File: config.mk
export PLATFORM = sky130hd
export DESIGN_NAME = comp_unit
export DESIGN_NICKNAME = d
export VERILOG_FILES = /design/src/design/comp_pkg.sv /design/src/design/comp_unit.sv /design/src/design/dcr_status_regs.sv /design/src/design/dma_rx_source.sv /design/src/design/dma_tx_sink.sv /design/src/design/payload_fifo.sv
export SDC_FILE = /design/constraint.sdc
export NUM_CORES = 1
export LEC_CHECK = 0
export BUFFER_PORTS_ARGS = -buffer_cell sky130_fd_sc_hd__buf_2
export CAP_MARGIN = 20
export CELL_PAD_IN_SITES_DETAIL_PLACEMENT = 0
export CELL_PAD_IN_SITES_GLOBAL_PLACEMENT = 1
export CORE_MARGIN = 1
export CORE_UTILIZATION = 40
export CTS_BUF_LIST = sky130_fd_sc_hd__clkbuf_16
export DETAILED_ROUTE_END_ITERATION = 8
export PLACE_DENSITY = 0.63
export RECOVER_POWER = 100
export SLEW_MARGIN = 20
export SYNTH_ARGS = -nofsm -noshare
export SYNTH_HDL_FRONTEND = slang
export SYNTH_HIERARCHICAL = 1
export SYNTH_SLANG_ARGS = --single-unit
File: constraint.sdc
create_clock -name clk -period 10.4 [get_ports clk]
set_input_delay 1.04 -clock clk [delete_from_list [all_inputs] [get_ports clk]]
set_output_delay 1.04 -clock clk [all_outputs]
set_load 0.005 [all_outputs]
File: src/design/comp_pkg.sv
`default_nettype none

package comp_pkg;

   localparam int LL_DATA_W = 32;
   localparam int LL_REM_W = 4;
   localparam int ENTRY_W = 2 * LL_DATA_W;

   // header layout of a transmit frame
   localparam int HDR_WORDS = 8;
   localparam int HDR_FLAG_IDX = 4;
   localparam int HDR_LEN_IDX = 5;
   localparam int HDR_TASK_IDX = 6;

   localparam int TASK_W = 10;
   localparam int CNT_W = 16;

   localparam int DCR_ADDR_W = 10;
   localparam int DCR_DATA_W = 32;

   // register numbers in the low four address bits
   localparam logic [3:0] DCR_TX_STAT = 4'd0;
   localparam logic [3:0] DCR_RX_STAT = 4'd1;
   localparam logic [3:0] DCR_FIELDS = 4'd2;
   localparam logic [3:0] DCR_BYTE_CNT = 4'd3;
   localparam logic [3:0] DCR_SRC_LEN = 4'd4;
   localparam logic [3:0] DCR_VERSION = 4'd14;
   localparam logic [3:0] DCR_SIGNATURE = 4'd15;

   localparam logic [DCR_ADDR_W-1:0] DCR_RST_ADDR = '0;
   localparam logic [DCR_DATA_W-1:0] VERSION_WORD = 32'h1006_2500;
   localparam logic [DCR_DATA_W-1:0] SIGNATURE_WORD = 32'haa55_55aa;

   typedef enum logic [3:0] {
      TX_IDLE,
      TX_HEAD,
      TX_WORD0,
      TX_WORD1,
      TX_WAIT
   } tx_state_e;

   // named after the word that is loaded next
   typedef enum logic [3:0] {
      RX_IDLE,
      RX_UPPER,
      RX_LOWER,
      RX_WAIT,
      RX_CNT,
      RX_TASK,
      RX_DONE
   } rx_state_e;

   // flag header word and trailer status word share this layout
   typedef union packed {
      logic [LL_DATA_W-1:0] raw;
      struct packed {
         logic [2:0] op;
         logic status;
         logic [LL_DATA_W-5:0] rsvd;
      } desc;
   } ll_word_u;

endpackage

`default_nettype wire

File: src/design/comp_unit.sv
`timescale 1ns/1ns
`default_nettype none

module comp_unit #(
   parameter int FIFO_DEPTH = 8
) (
   input  wire clk,
   input  wire rst_n,
   input  wire [comp_pkg::LL_DATA_W-1:0] tx_d_i,
   input  wire [comp_pkg::LL_REM_W-1:0] tx_rem_i,
   input  wire tx_sof_n_i,
   input  wire tx_eof_n_i,
   input  wire tx_sop_n_i,
   input  wire tx_eop_n_i,
   input  wire tx_src_rdy_n_i,
   output logic tx_dst_rdy_n_o,
   output logic [comp_pkg::LL_DATA_W-1:0] rx_d_o,
   output logic [comp_pkg::LL_REM_W-1:0] rx_rem_o,
   output logic rx_sof_n_o,
   output logic rx_eof_n_o,
   output logic rx_sop_n_o,
   output logic rx_eop_n_o,
   output logic rx_src_rdy_n_o,
   input  wire rx_dst_rdy_n_i,
   input  wire [0:comp_pkg::DCR_ADDR_W-1] dcr_addr_i,
   input  wire [0:comp_pkg::DCR_DATA_W-1] dcr_wdata_i,
   input  wire dcr_read_i,
   input  wire dcr_write_i,
   output logic dcr_ack_o,
   output logic [0:comp_pkg::DCR_DATA_W-1] dcr_rdata_o,
   output logic ll_rst_req_o,
   input  wire ll_rst_ack_i
);

   logic dp_rst_n;
   logic wr_en;
   logic [comp_pkg::ENTRY_W-1:0] wr_data;
   logic wr_last;
   logic rd_en;
   logic [comp_pkg::ENTRY_W-1:0] rd_data;
   logic rd_last;
   logic fifo_full;
   logic fifo_empty;
   logic frame_ready;
   logic frame_done;
   logic [2:0] flags;
   logic [comp_pkg::TASK_W-1:0] task_idx;
   logic [comp_pkg::LL_DATA_W-1:0] src_len;
   logic [comp_pkg::CNT_W-1:0] byte_cnt;
   logic [comp_pkg::LL_REM_W-1:0] last_rem;
   logic len_ok;
   comp_pkg::tx_state_e tx_state;
   comp_pkg::rx_state_e rx_state;

   // datapath also held in reset across the engine reset handshake
   assign dp_rst_n = rst_n && !ll_rst_req_o && !ll_rst_ack_i;

   dma_tx_sink dma_tx_sink_inst (
      .clk(clk), .rst_n(dp_rst_n),
      .tx_d_i(tx_d_i), .tx_rem_i(tx_rem_i), .tx_sof_n_i(tx_sof_n_i),
      .tx_eof_n_i(tx_eof_n_i), .tx_src_rdy_n_i(tx_src_rdy_n_i),
      .fifo_full_i(fifo_full), .frame_done_i(frame_done),
      .tx_dst_rdy_n_o(tx_dst_rdy_n_o), .fifo_wr_en_o(wr_en),
      .fifo_wr_data_o(wr_data), .fifo_wr_last_o(wr_last),
      .frame_ready_o(frame_ready), .flags_o(flags), .task_idx_o(task_idx),
      .src_len_o(src_len), .byte_cnt_o(byte_cnt), .last_rem_o(last_rem),
      .len_ok_o(len_ok), .state_o(tx_state)
   );

   payload_fifo #(.DEPTH(FIFO_DEPTH)) payload_fifo_inst (
      .clk(clk), .rst_n(dp_rst_n),
      .wr_en_i(wr_en), .wr_data_i(wr_data), .wr_last_i(wr_last), .rd_en_i(rd_en),
      .rd_data_o(rd_data), .rd_last_o(rd_last), .full_o(fifo_full), .empty_o(fifo_empty)
   );

   dma_rx_source dma_rx_source_inst (
      .clk(clk), .rst_n(dp_rst_n),
      .fifo_rd_data_i(rd_data), .fifo_rd_last_i(rd_last), .fifo_empty_i(fifo_empty),
      .frame_ready_i(frame_ready), .flags_i(flags), .task_idx_i(task_idx),
      .byte_cnt_i(byte_cnt), .last_rem_i(last_rem), .len_ok_i(len_ok),
      .rx_dst_rdy_n_i(rx_dst_rdy_n_i), .fifo_rd_en_o(rd_en),
      .rx_d_o(rx_d_o), .rx_rem_o(rx_rem_o), .rx_sof_n_o(rx_sof_n_o),
      .rx_eof_n_o(rx_eof_n_o), .rx_sop_n_o(rx_sop_n_o), .rx_eop_n_o(rx_eop_n_o),
      .rx_src_rdy_n_o(rx_src_rdy_n_o), .frame_done_o(frame_done), .state_o(rx_state)
   );

   dcr_status_regs dcr_status_regs_inst (
      .clk(clk), .rst_n(rst_n),
      .dcr_addr_i(dcr_addr_i), .dcr_wdata_i(dcr_wdata_i),
      .dcr_read_i(dcr_read_i), .dcr_write_i(dcr_write_i),
      .tx_state_i(tx_state), .rx_state_i(rx_state),
      .tx_rdy_bits_i({tx_src_rdy_n_i, tx_dst_rdy_n_o, tx_sop_n_i, tx_eop_n_i}),
      .rx_rdy_bits_i({rx_src_rdy_n_o, rx_dst_rdy_n_i, rx_sop_n_o, rx_eop_n_o}),
      .flags_i(flags), .task_idx_i(task_idx), .byte_cnt_i(byte_cnt), .src_len_i(src_len),
      .dcr_ack_o(dcr_ack_o), .dcr_rdata_o(dcr_rdata_o), .ll_rst_req_o(ll_rst_req_o)
   );

endmodule

`default_nettype wire

File: src/design/dcr_status_regs.sv
`timescale 1ns/1ns
`default_nettype none

module dcr_status_regs (
   input  wire clk,
   input  wire rst_n,
   input  wire [0:comp_pkg::DCR_ADDR_W-1] dcr_addr_i,
   input  wire [0:comp_pkg::DCR_DATA_W-1] dcr_wdata_i,
   input  wire dcr_read_i,
   input  wire dcr_write_i,
   input  wire comp_pkg::tx_state_e tx_state_i,
   input  wire comp_pkg::rx_state_e rx_state_i,
   input  wire [3:0] tx_rdy_bits_i,
   input  wire [3:0] rx_rdy_bits_i,
   input  wire [2:0] flags_i,
   input  wire [comp_pkg::TASK_W-1:0] task_idx_i,
   input  wire [comp_pkg::CNT_W-1:0] byte_cnt_i,
   input  wire [comp_pkg::LL_DATA_W-1:0] src_len_i,
   output logic dcr_ack_o,
   output logic [0:comp_pkg::DCR_DATA_W-1] dcr_rdata_o,
   output logic ll_rst_req_o
);

   localparam int DW = comp_pkg::DCR_DATA_W;

   logic [0:DW-1] rd_mux;
   logic [3:0] reg_sel;

   assign reg_sel = dcr_addr_i[comp_pkg::DCR_ADDR_W-4:comp_pkg::DCR_ADDR_W-1];

   // big-endian bus, fields sit at the low-numbered end
   always_comb begin
      rd_mux = '0;
      case (reg_sel)
         comp_pkg::DCR_TX_STAT: begin
            rd_mux[0:3] = tx_state_i;
            rd_mux[4:7] = tx_rdy_bits_i;
         end
         comp_pkg::DCR_RX_STAT: begin
            rd_mux[0:3] = rx_state_i;
            rd_mux[4:7] = rx_rdy_bits_i;
         end
         comp_pkg::DCR_FIELDS: begin
            rd_mux[0:2] = flags_i;
            rd_mux[DW-comp_pkg::TASK_W:DW-1] = task_idx_i;
         end
         comp_pkg::DCR_BYTE_CNT: rd_mux[DW-comp_pkg::CNT_W:DW-1] = byte_cnt_i;
         comp_pkg::DCR_SRC_LEN: rd_mux = src_len_i;
         comp_pkg::DCR_VERSION: rd_mux = comp_pkg::VERSION_WORD;
         comp_pkg::DCR_SIGNATURE: rd_mux = comp_pkg::SIGNATURE_WORD;
         default: rd_mux = '0;
      endcase
   end

   always_ff @(posedge clk) begin
      if (!rst_n) begin
         dcr_ack_o <= 1'b0;
         ll_rst_req_o <= 1'b0;
      end else begin
         dcr_ack_o <= dcr_read_i || dcr_write_i;
         // one-cycle engine reset pulse
         ll_rst_req_o <= dcr_write_i && (dcr_addr_i == comp_pkg::DCR_RST_ADDR) &&
                         dcr_wdata_i[DW-1];
      end
   end

   always_ff @(posedge clk) begin
      if (dcr_read_i)
         dcr_rdata_o <= rd_mux;
   end

endmodule

`default_nettype wire

File: src/design/dma_rx_source.sv
`timescale 1ns/1ns
`default_nettype none

module dma_rx_source (
   input  wire clk,
   input  wire rst_n,
   input  wire [comp_pkg::ENTRY_W-1:0] fifo_rd_data_i,
   input  wire fifo_rd_last_i,
   input  wire fifo_empty_i,
   input  wire frame_ready_i,
   input  wire [2:0] flags_i,
   input  wire [comp_pkg::TASK_W-1:0] task_idx_i,
   input  wire [comp_pkg::CNT_W-1:0] byte_cnt_i,
   input  wire [comp_pkg::LL_REM_W-1:0] last_rem_i,
   input  wire len_ok_i,
   input  wire rx_dst_rdy_n_i,
   output logic fifo_rd_en_o,
   output logic [comp_pkg::LL_DATA_W-1:0] rx_d_o,
   output logic [comp_pkg::LL_REM_W-1:0] rx_rem_o,
   output logic rx_sof_n_o,
   output logic rx_eof_n_o,
   output logic rx_sop_n_o,
   output logic rx_eop_n_o,
   output logic rx_src_rdy_n_o,
   output logic frame_done_o,
   output comp_pkg::rx_state_e state_o
);

   comp_pkg::rx_state_e state;
   comp_pkg::ll_word_u status;
   logic [2:0] bc_m1;
   logic upper_end;
   logic beat;
   logic can_load;

   assign beat = !rx_src_rdy_n_o && !rx_dst_rdy_n_i;
   // output slot is free when empty or when its beat moves now
   assign can_load = rx_src_rdy_n_o || beat;
   assign frame_done_o = beat && !rx_eof_n_o;
   assign state_o = state;

   // odd word count leaves 1 to 4 bytes in the last entry
   assign bc_m1 = byte_cnt_i[2:0] - 3'd1;
   assign upper_end = fifo_rd_last_i && !bc_m1[2];

   assign fifo_rd_en_o = can_load && !fifo_empty_i &&
                         ((state == comp_pkg::RX_LOWER) ||
                          ((state == comp_pkg::RX_IDLE || state == comp_pkg::RX_UPPER) &&
                           upper_end));

   always_comb begin
      status = '0;
      status.desc.op = flags_i;
      status.desc.status = len_ok_i;
   end

   always_ff @(posedge clk) begin
      if (!rst_n) begin
         state <= comp_pkg::RX_IDLE;
         rx_src_rdy_n_o <= 1'b1;
         rx_sof_n_o <= 1'b1;
         rx_sop_n_o <= 1'b1;
         rx_eop_n_o <= 1'b1;
         rx_eof_n_o <= 1'b1;
      end else if (can_load) begin
         rx_src_rdy_n_o <= 1'b1;
         rx_sof_n_o <= 1'b1;
         rx_sop_n_o <= 1'b1;
         rx_eop_n_o <= 1'b1;
         rx_eof_n_o <= 1'b1;
         case (state)
            comp_pkg::RX_IDLE, comp_pkg::RX_UPPER: begin
               if (!fifo_empty_i) begin
                  rx_src_rdy_n_o <= 1'b0;
                  rx_sof_n_o <= (state != comp_pkg::RX_IDLE);
                  rx_sop_n_o <= (state != comp_pkg::RX_IDLE);
                  rx_eop_n_o <= !upper_end;
                  state <= upper_end ? comp_pkg::RX_WAIT : comp_pkg::RX_LOWER;
               end
            end
            comp_pkg::RX_LOWER: begin
               rx_src_rdy_n_o <= 1'b0;
               rx_eop_n_o <= !fifo_rd_last_i;
               state <= fifo_rd_last_i ? comp_pkg::RX_WAIT : comp_pkg::RX_UPPER;
            end
            comp_pkg::RX_WAIT: begin
               if (frame_ready_i) begin
                  rx_src_rdy_n_o <= 1'b0;
                  state <= comp_pkg::RX_CNT;
               end
            end
            comp_pkg::RX_CNT: begin
               rx_src_rdy_n_o <= 1'b0;
               state <= comp_pkg::RX_TASK;
            end
            comp_pkg::RX_TASK: begin
               rx_src_rdy_n_o <= 1'b0;
               rx_eof_n_o <= 1'b0;
               state <= comp_pkg::RX_DONE;
            end
            // trailer EOF has moved
            default: state <= comp_pkg::RX_IDLE;
         endcase
      end
   end

   always_ff @(posedge clk) begin
      if (can_load) begin
         case (state)
            comp_pkg::RX_IDLE, comp_pkg::RX_UPPER: begin
               rx_d_o <= fifo_rd_data_i[comp_pkg::ENTRY_W-1 -: comp_pkg::LL_DATA_W];
               rx_rem_o <= upper_end ? last_rem_i : '0;
            end
            comp_pkg::RX_LOWER: begin
               rx_d_o <= fifo_rd_data_i[comp_pkg::LL_DATA_W-1:0];
               rx_rem_o <= fifo_rd_last_i ? last_rem_i : '0;
            end
            comp_pkg::RX_WAIT: begin
               rx_d_o <= status.raw;
               rx_rem_o <= '0;
            end
            comp_pkg::RX_CNT: begin
               rx_d_o <= {{(comp_pkg::LL_DATA_W-comp_pkg::CNT_W){1'b0}}, byte_cnt_i};
            end
            comp_pkg::RX_TASK: begin
               rx_d_o <= {{(comp_pkg::LL_DATA_W-comp_pkg::TASK_W){1'b0}}, task_idx_i};
            end
            default: rx_rem_o <= '0;
         endcase
      end
   end

endmodule

`default_nettype wire

File: src/design/dma_tx_sink.sv
`timescale 1ns/1ns
`default_nettype none

module dma_tx_sink (
   input  wire clk,
   input  wire rst_n,
   input  wire [comp_pkg::LL_DATA_W-1:0] tx_d_i,
   input  wire [comp_pkg::LL_REM_W-1:0] tx_rem_i,
   input  wire tx_sof_n_i,
   input  wire tx_eof_n_i,
   input  wire tx_src_rdy_n_i,
   input  wire fifo_full_i,
   input  wire frame_done_i,
   output logic tx_dst_rdy_n_o,
   output logic fifo_wr_en_o,
   output logic [comp_pkg::ENTRY_W-1:0] fifo_wr_data_o,
   output logic fifo_wr_last_o,
   output logic frame_ready_o,
   output logic [2:0] flags_o,
   output logic [comp_pkg::TASK_W-1:0] task_idx_o,
   output logic [comp_pkg::LL_DATA_W-1:0] src_len_o,
   output logic [comp_pkg::CNT_W-1:0] byte_cnt_o,
   output logic [comp_pkg::LL_REM_W-1:0] last_rem_o,
   output logic len_ok_o,
   output comp_pkg::tx_state_e state_o
);

   comp_pkg::tx_state_e state;
   comp_pkg::ll_word_u hdr;
   logic [$clog2(comp_pkg::HDR_WORDS)-1:0] hdr_cnt;
   logic [comp_pkg::LL_DATA_W-1:0] word0;
   logic [comp_pkg::LL_DATA_W-1:0] masked;
   logic [2:0] beat_bytes;
   logic [comp_pkg::CNT_W-1:0] cnt_next;
   logic beat;
   logic last;

   // stall on a full buffer and while the response is still going out
   assign tx_dst_rdy_n_o = fifo_full_i || (state == comp_pkg::TX_WAIT);
   assign beat = !tx_src_rdy_n_i && !tx_dst_rdy_n_o;
   assign last = !tx_eof_n_i;
   assign hdr = tx_d_i;
   assign state_o = state;
   assign cnt_next = byte_cnt_o + {{(comp_pkg::CNT_W-3){1'b0}}, beat_bytes};

   // rem bits mark dropped bytes of the last word, low end first
   always_comb begin
      masked = tx_d_i;
      beat_bytes = 3'd4;
      if (last) begin
         for (int i = 0; i < comp_pkg::LL_REM_W; i++) begin
            if (tx_rem_i[i]) begin
               masked[8*i +: 8] = 8'h00;
               beat_bytes = beat_bytes - 3'd1;
            end
         end
      end
   end

   // a pair goes out when full, or early at EOF with a zero lower half
   assign fifo_wr_en_o = beat && ((state == comp_pkg::TX_WORD1) ||
                                  (state == comp_pkg::TX_WORD0 && last));
   assign fifo_wr_data_o = (state == comp_pkg::TX_WORD1) ? {word0, masked} :
                           {masked, {comp_pkg::LL_DATA_W{1'b0}}};
   assign fifo_wr_last_o = last;

   always_ff @(posedge clk) begin
      if (!rst_n) begin
         state <= comp_pkg::TX_IDLE;
         hdr_cnt <= '0;
         byte_cnt_o <= '0;
         frame_ready_o <= 1'b0;
      end else begin
         case (state)
            comp_pkg::TX_IDLE: begin
               if (beat && !tx_sof_n_i) begin
                  state <= comp_pkg::TX_HEAD;
                  hdr_cnt <= 1'b1;
                  byte_cnt_o <= '0;
               end
            end
            comp_pkg::TX_HEAD: begin
               if (beat) begin
                  hdr_cnt <= hdr_cnt + 1'b1;
                  if (hdr_cnt == comp_pkg::HDR_WORDS - 1)
                     state <= comp_pkg::TX_WORD0;
               end
            end
            comp_pkg::TX_WORD0, comp_pkg::TX_WORD1: begin
               if (beat) begin
                  byte_cnt_o <= cnt_next;
                  if (last) begin
                     state <= comp_pkg::TX_WAIT;
                     frame_ready_o <= 1'b1;
                  end else if (state == comp_pkg::TX_WORD0) begin
                     state <= comp_pkg::TX_WORD1;
                  end else begin
                     state <= comp_pkg::TX_WORD0;
                  end
               end
            end
            comp_pkg::TX_WAIT: begin
               if (frame_done_i) begin
                  state <= comp_pkg::TX_IDLE;
                  frame_ready_o <= 1'b0;
               end
            end
            default: state <= comp_pkg::TX_IDLE;
         endcase
      end
   end

   always_ff @(posedge clk) begin
      if (beat && state == comp_pkg::TX_HEAD) begin
         if (hdr_cnt == comp_pkg::HDR_FLAG_IDX)
            flags_o <= hdr.desc.op;
         if (hdr_cnt == comp_pkg::HDR_LEN_IDX)
            src_len_o <= tx_d_i;
         if (hdr_cnt == comp_pkg::HDR_TASK_IDX)
            task_idx_o <= tx_d_i[comp_pkg::TASK_W-1:0];
      end
      if (beat && state == comp_pkg::TX_WORD0)
         word0 <= masked;
      if (fifo_wr_en_o && last) begin
         last_rem_o <= tx_rem_i;
         len_ok_o <= (cnt_next == src_len_o[comp_pkg::CNT_W-1:0]);
      end
   end

endmodule

`default_nettype wire

File: src/design/payload_fifo.sv
`timescale 1ns/1ns
`default_nettype none

module payload_fifo #(
   parameter int DEPTH = 8
) (
   input  wire clk,
   input  wire rst_n,
   input  wire wr_en_i,
   input  wire [comp_pkg::ENTRY_W-1:0] wr_data_i,
   input  wire wr_last_i,
   input  wire rd_en_i,
   output logic [comp_pkg::ENTRY_W-1:0] rd_data_o,
   output logic rd_last_o,
   output logic full_o,
   output logic empty_o
);

   localparam int AW = (DEPTH > 1) ? $clog2(DEPTH) : 1;

   // each slot keeps the last-entry flag above the data
   logic [comp_pkg::ENTRY_W:0] mem [DEPTH];
   logic [AW-1:0] wr_ptr;
   logic [AW-1:0] rd_ptr;
   logic [$clog2(DEPTH+1)-1:0] count;
   logic do_wr;
   logic do_rd;

   assign full_o = (count == DEPTH);
   assign empty_o = (count == 0);
   assign do_wr = wr_en_i && !full_o;
   assign do_rd = rd_en_i && !empty_o;
   assign {rd_last_o, rd_data_o} = mem[rd_ptr];

   always_ff @(posedge clk) begin
      if (do_wr)
         mem[wr_ptr] <= {wr_last_i, wr_data_i};
   end

   always_ff @(posedge clk) begin
      if (!rst_n) begin
         wr_ptr <= '0;
         rd_ptr <= '0;
         count <= '0;
      end else begin
         if (do_wr)
            wr_ptr <= (wr_ptr == AW'(DEPTH - 1)) ? '0 : wr_ptr + 1'b1;
         if (do_rd)
            rd_ptr <= (rd_ptr == AW'(DEPTH - 1)) ? '0 : rd_ptr + 1'b1;
         if (do_wr && !do_rd)
            count <= count + 1'b1;
         else if (do_rd && !do_wr)
            count <= count - 1'b1;
      end
   end

endmodule

`default_nettype wire
==> reports/metrics.csv <==
stage;metric;value;unit
status;run status;complete, but fails checks;
status;failing checks;capacitance limit, slew limit;
setup_path;CP Class;reg2reg;
clock_network;cts bufs inserted;76;
synthesis;Syn Area/Cell;17.03;sq um
global_routing;GRT Total Usage;0.2076;
synthesis;cell taking the most area after synthesis;edfxtp_1;
detailed_routing;post-DR wirelength/cell;26.62;microns
cells_and_area;design area;33440;sq um
worst_hold_path;worst hold start;dma_tx_sink_inst/last_rem_o[0];
setup_path;reg2reg setup slack;3.12;ns
clock_network;CTS Root Cell;clkbuf_16;
clock_network;hold_buf cts;0;
cells_and_area;multi-input logic area;7702;sq um
clock_network;TritonCTS Sinks;715;
sta;clock skew;0.02087;ns
synthesis;Synth Cell Area;29510;sq um
synthesis;area share of the leading cell type in the synthesized netlist;0.6818;
placement;area post-placement;31210;sq um
sta;worst slew pin tran;4.366;ns
sta;period utilization;0.6999;
flow_run;Max-Cap Viols;23;
detailed_routing;DRC;0;
setup_path;kind of end point of the critical path;flop;
clock_network;CTS Buffer Depth;3;
detailed_routing;Vias;16220;
sta;minimum clock period;7.279;ns
placement;pre-CTS setup slack;5.529;ns
detailed_routing;Final ANT Viol Nets;0;
worst_hold_path;Hold Path Sink;dma_rx_source_inst/rx_rem_o[0];
clock_network;H-tree Lvls;3;
setup_path;RR Startpoint;dma_tx_sink_inst/state_o[1];
setup_path;CP arrival;7.43;ns
cells_and_area;Register Area;21030;sq um
die;Die Span X;273.6;microns
sta;Achievable Freq;137.4;MHz
clock_network;worst skew pair latency;0.62;ns
worst_hold_path;hold crit path type;reg2reg;
setup_path;Worst R2R End;payload_fifo_inst/mem[6][41];
placement;placed insts;2765;
die;core box area;72960;sq um
synthesis;post-synth cell types;80;
clock_network;cts repair resizes;0;
die;die area;74860;sq um
cells_and_area;Area growth syn-to-layout;13.34;%
clock_network;Post CTS Setup Buffer Count;0;
worst_hold_path;hold depth;1;
placement;RePlAce Congestion;0.8401;
synthesis;syn nets;1847;
sta;post-route setup TNS;0;ns
global_routing;number of global-route vias before repair;16180;
detailed_routing;vias per inst;5.587;
power;Worst VDD drop;143.7;uV
placement;dpl hpwl;44980;microns
sta;WHS;0.5305;ns
clock_network;CTS clk-pin slew, worst paths;0.06;ns
setup_path;required time of the critical path;10.55;ns
die;initial core utilization;0.4044;
cells_and_area;Filler cells;6368;
die;chip height;273.6;microns
power;Pwr Total;6.029;mW
global_routing;largest net degree at the start of global routing;99;
global_routing;first-pass GRT wire length;110900;microns
global_routing;initial antenna violation count;3;
cells_and_area;Nets;1998;
synthesis;most common flop cell mapped by yosys;edfxtp_1;
setup_path;CP max FO;40;
detailed_routing;Initial DRC Count;1621;
power;leakage;10.87;nW
sta;Slew Viols, Final;778;
cells_and_area;Non-Filler Instances;2904;
setup_path;Worst setup SP type;flop;
die;IO Count;165;
clock_network;TritonCTS clock tree;done;
synthesis;#FFs+latches synth;715;
sta;Fin. Hold Viols;0;
die;row count;99;
cells_and_area;Final Core Density;0.4584;
synthesis;Mapped Cells;1733;
cells_and_area;layout cells sized above 1;0.2005;
synthesis;number of enable flip-flop cells after synthesis;670;
placement;PortBufs;133;
sta;fin worst setup slack;3.121;ns
sta;unrepaired setup endpoints after global routing;false;
global_routing;Congestion Overflow GR;0;
power;power per cell area;180.3;nW/um^2
sta;max_slew headroom;-1.911;
synthesis;warnings from Yosys;6;
detailed_routing;drt first pass iters;6;
detailed_routing;routed wire length;77300;microns
sta;final setup fails;0;
cells_and_area;diode count;0;
synthesis;ys async rst share;0;
synthesis;top cells by area, synth;edfxtp_1 (68%), mux4_2 (9.9%), dfxtp_1 (3.1%), mux2_2 (2.6%), nand2_1 (1.7%);
synthesis;sequential element share of the synthesized area;0.7124;
setup_path;depth of the most critical reg-to-reg path;6;
[cells in the mapped netlist (8+ instances only)]
cell type	count
a21boi_0	10
edfxtp_1	670
a31oi_1	10
ha_1	22
nor2_1	85
clkbuf_1	46
dfxtp_1	45
xnor2_1	18
buf_4	8
and2_1	14
nor3_1	18
inv_1	61
buf_6	14
mux2_2	69
mux4_2	130
nand2_1	131
a21oi_1	61
a22oi_1	22
nor2b_1	23
nand2b_1	11
nor4_1	13
mux2i_1	18
nand3_1	28
o21ai_0	72
buf_2	14
[placed cells by master, fill, tap and decap left out, types with 18 or more instances in the layout]
master       n
clkbuf_1   102
nand3_1     28
nor2_1      80
mux2i_1     18
a21oi_1     61
mux2_2      65
inv_1       79
edfxtp_1   670
xnor2_1     18
mux4_2     130
dfxtp_1     43
buf_2       49
clkbuf_16   78
nor2b_1     23
a22oi_1     22
ha_1        22
nand2_1    131
o21ai_0     73
[per-layer routing]
metal  routed length, microns  track usage
met5                       45            0
met4                     1923      0.05998
met3                     5840      0.04868
met2                    35110       0.3167
met1                    34390       0.2961
[where the power goes]
group          internal [mW]  switching (mW)
sequential              3.14         0.00298
clock                   1.64            1.13
combinational         0.0285          0.0829
[worst max path at each step]
stage	start	to	depth (start not counted)	slack, ns
after global placement	tx_rem_i[0]	dma_tx_sink_inst/len_ok_o	13	5.62
after floorplan	tx_eof_n_i	payload_fifo_inst/mem[0][0]	4	1.81
after detailed placement	tx_rem_i[0]	dma_tx_sink_inst/len_ok_o	13	5.53
after global routing	dma_tx_sink_inst/state_o[1]	payload_fifo_inst/mem[0][35]	6	2.74
after CTS	dma_tx_sink_inst/state_o[1]	payload_fifo_inst/mem[1][3]	8	5.65
final	dma_tx_sink_inst/state_o[1]	payload_fifo_inst/mem[6][41]	6	3.12
[sequential cells by signal, indices dropped and copies added (netlist names), 3 cells and up, named ones only]
name                              cells
dcr_status_regs_inst/dcr_rdata_o     32
dma_rx_source_inst/rx_d_o            32
dma_rx_source_inst/rx_rem_o           4
dma_rx_source_inst/state_o            3
dma_tx_sink_inst/byte_cnt_o          16
dma_tx_sink_inst/flags_o              3
dma_tx_sink_inst/hdr_cnt              3
dma_tx_sink_inst/last_rem_o           4
dma_tx_sink_inst/src_len_o           32
dma_tx_sink_inst/state_o              3
dma_tx_sink_inst/task_idx_o          10
dma_tx_sink_inst/word0               32
payload_fifo_inst/count               4
payload_fifo_inst/mem               520
payload_fifo_inst/rd_ptr              3
payload_fifo_inst/wr_ptr              3
[cell families after synthesis]
logic type                 share of synthesized area
xor gates and xnor gates                    0.007124
AOI/OAI and AO/OA                            0.04787
buffers and inverters                        0.02510
DFF                                           0.7124
muxes                                         0.1320
adders and majority gates                    0.01136
and+or+nand+nor                              0.06386
other                                      0.0002545
[worst max-delay path, cell delays in order, from the launching register on]
cell,delay (ns)
dfxtp_1,0.59
nand2b_1,0.59
a2111oi_0,0.84
a21bo_1,0.40
nor3_2,0.18
clkbuf_1,1.69
clkbuf_1,2.45
[final cells by class]
class | count | area share
Clock inverter | 61 | 0.01826
Tap cell | 959 | 0.03588
Clock buffer | 78 | 0.05836
Multi-Input combinational cell | 866 | 0.2303
Sequential cell | 715 | 0.6287
Inverter | 61 | 0.006846
Timing Repair Buffer | 164 | 0.02162
Note: power is estimated with default switching activity, not from simulation.
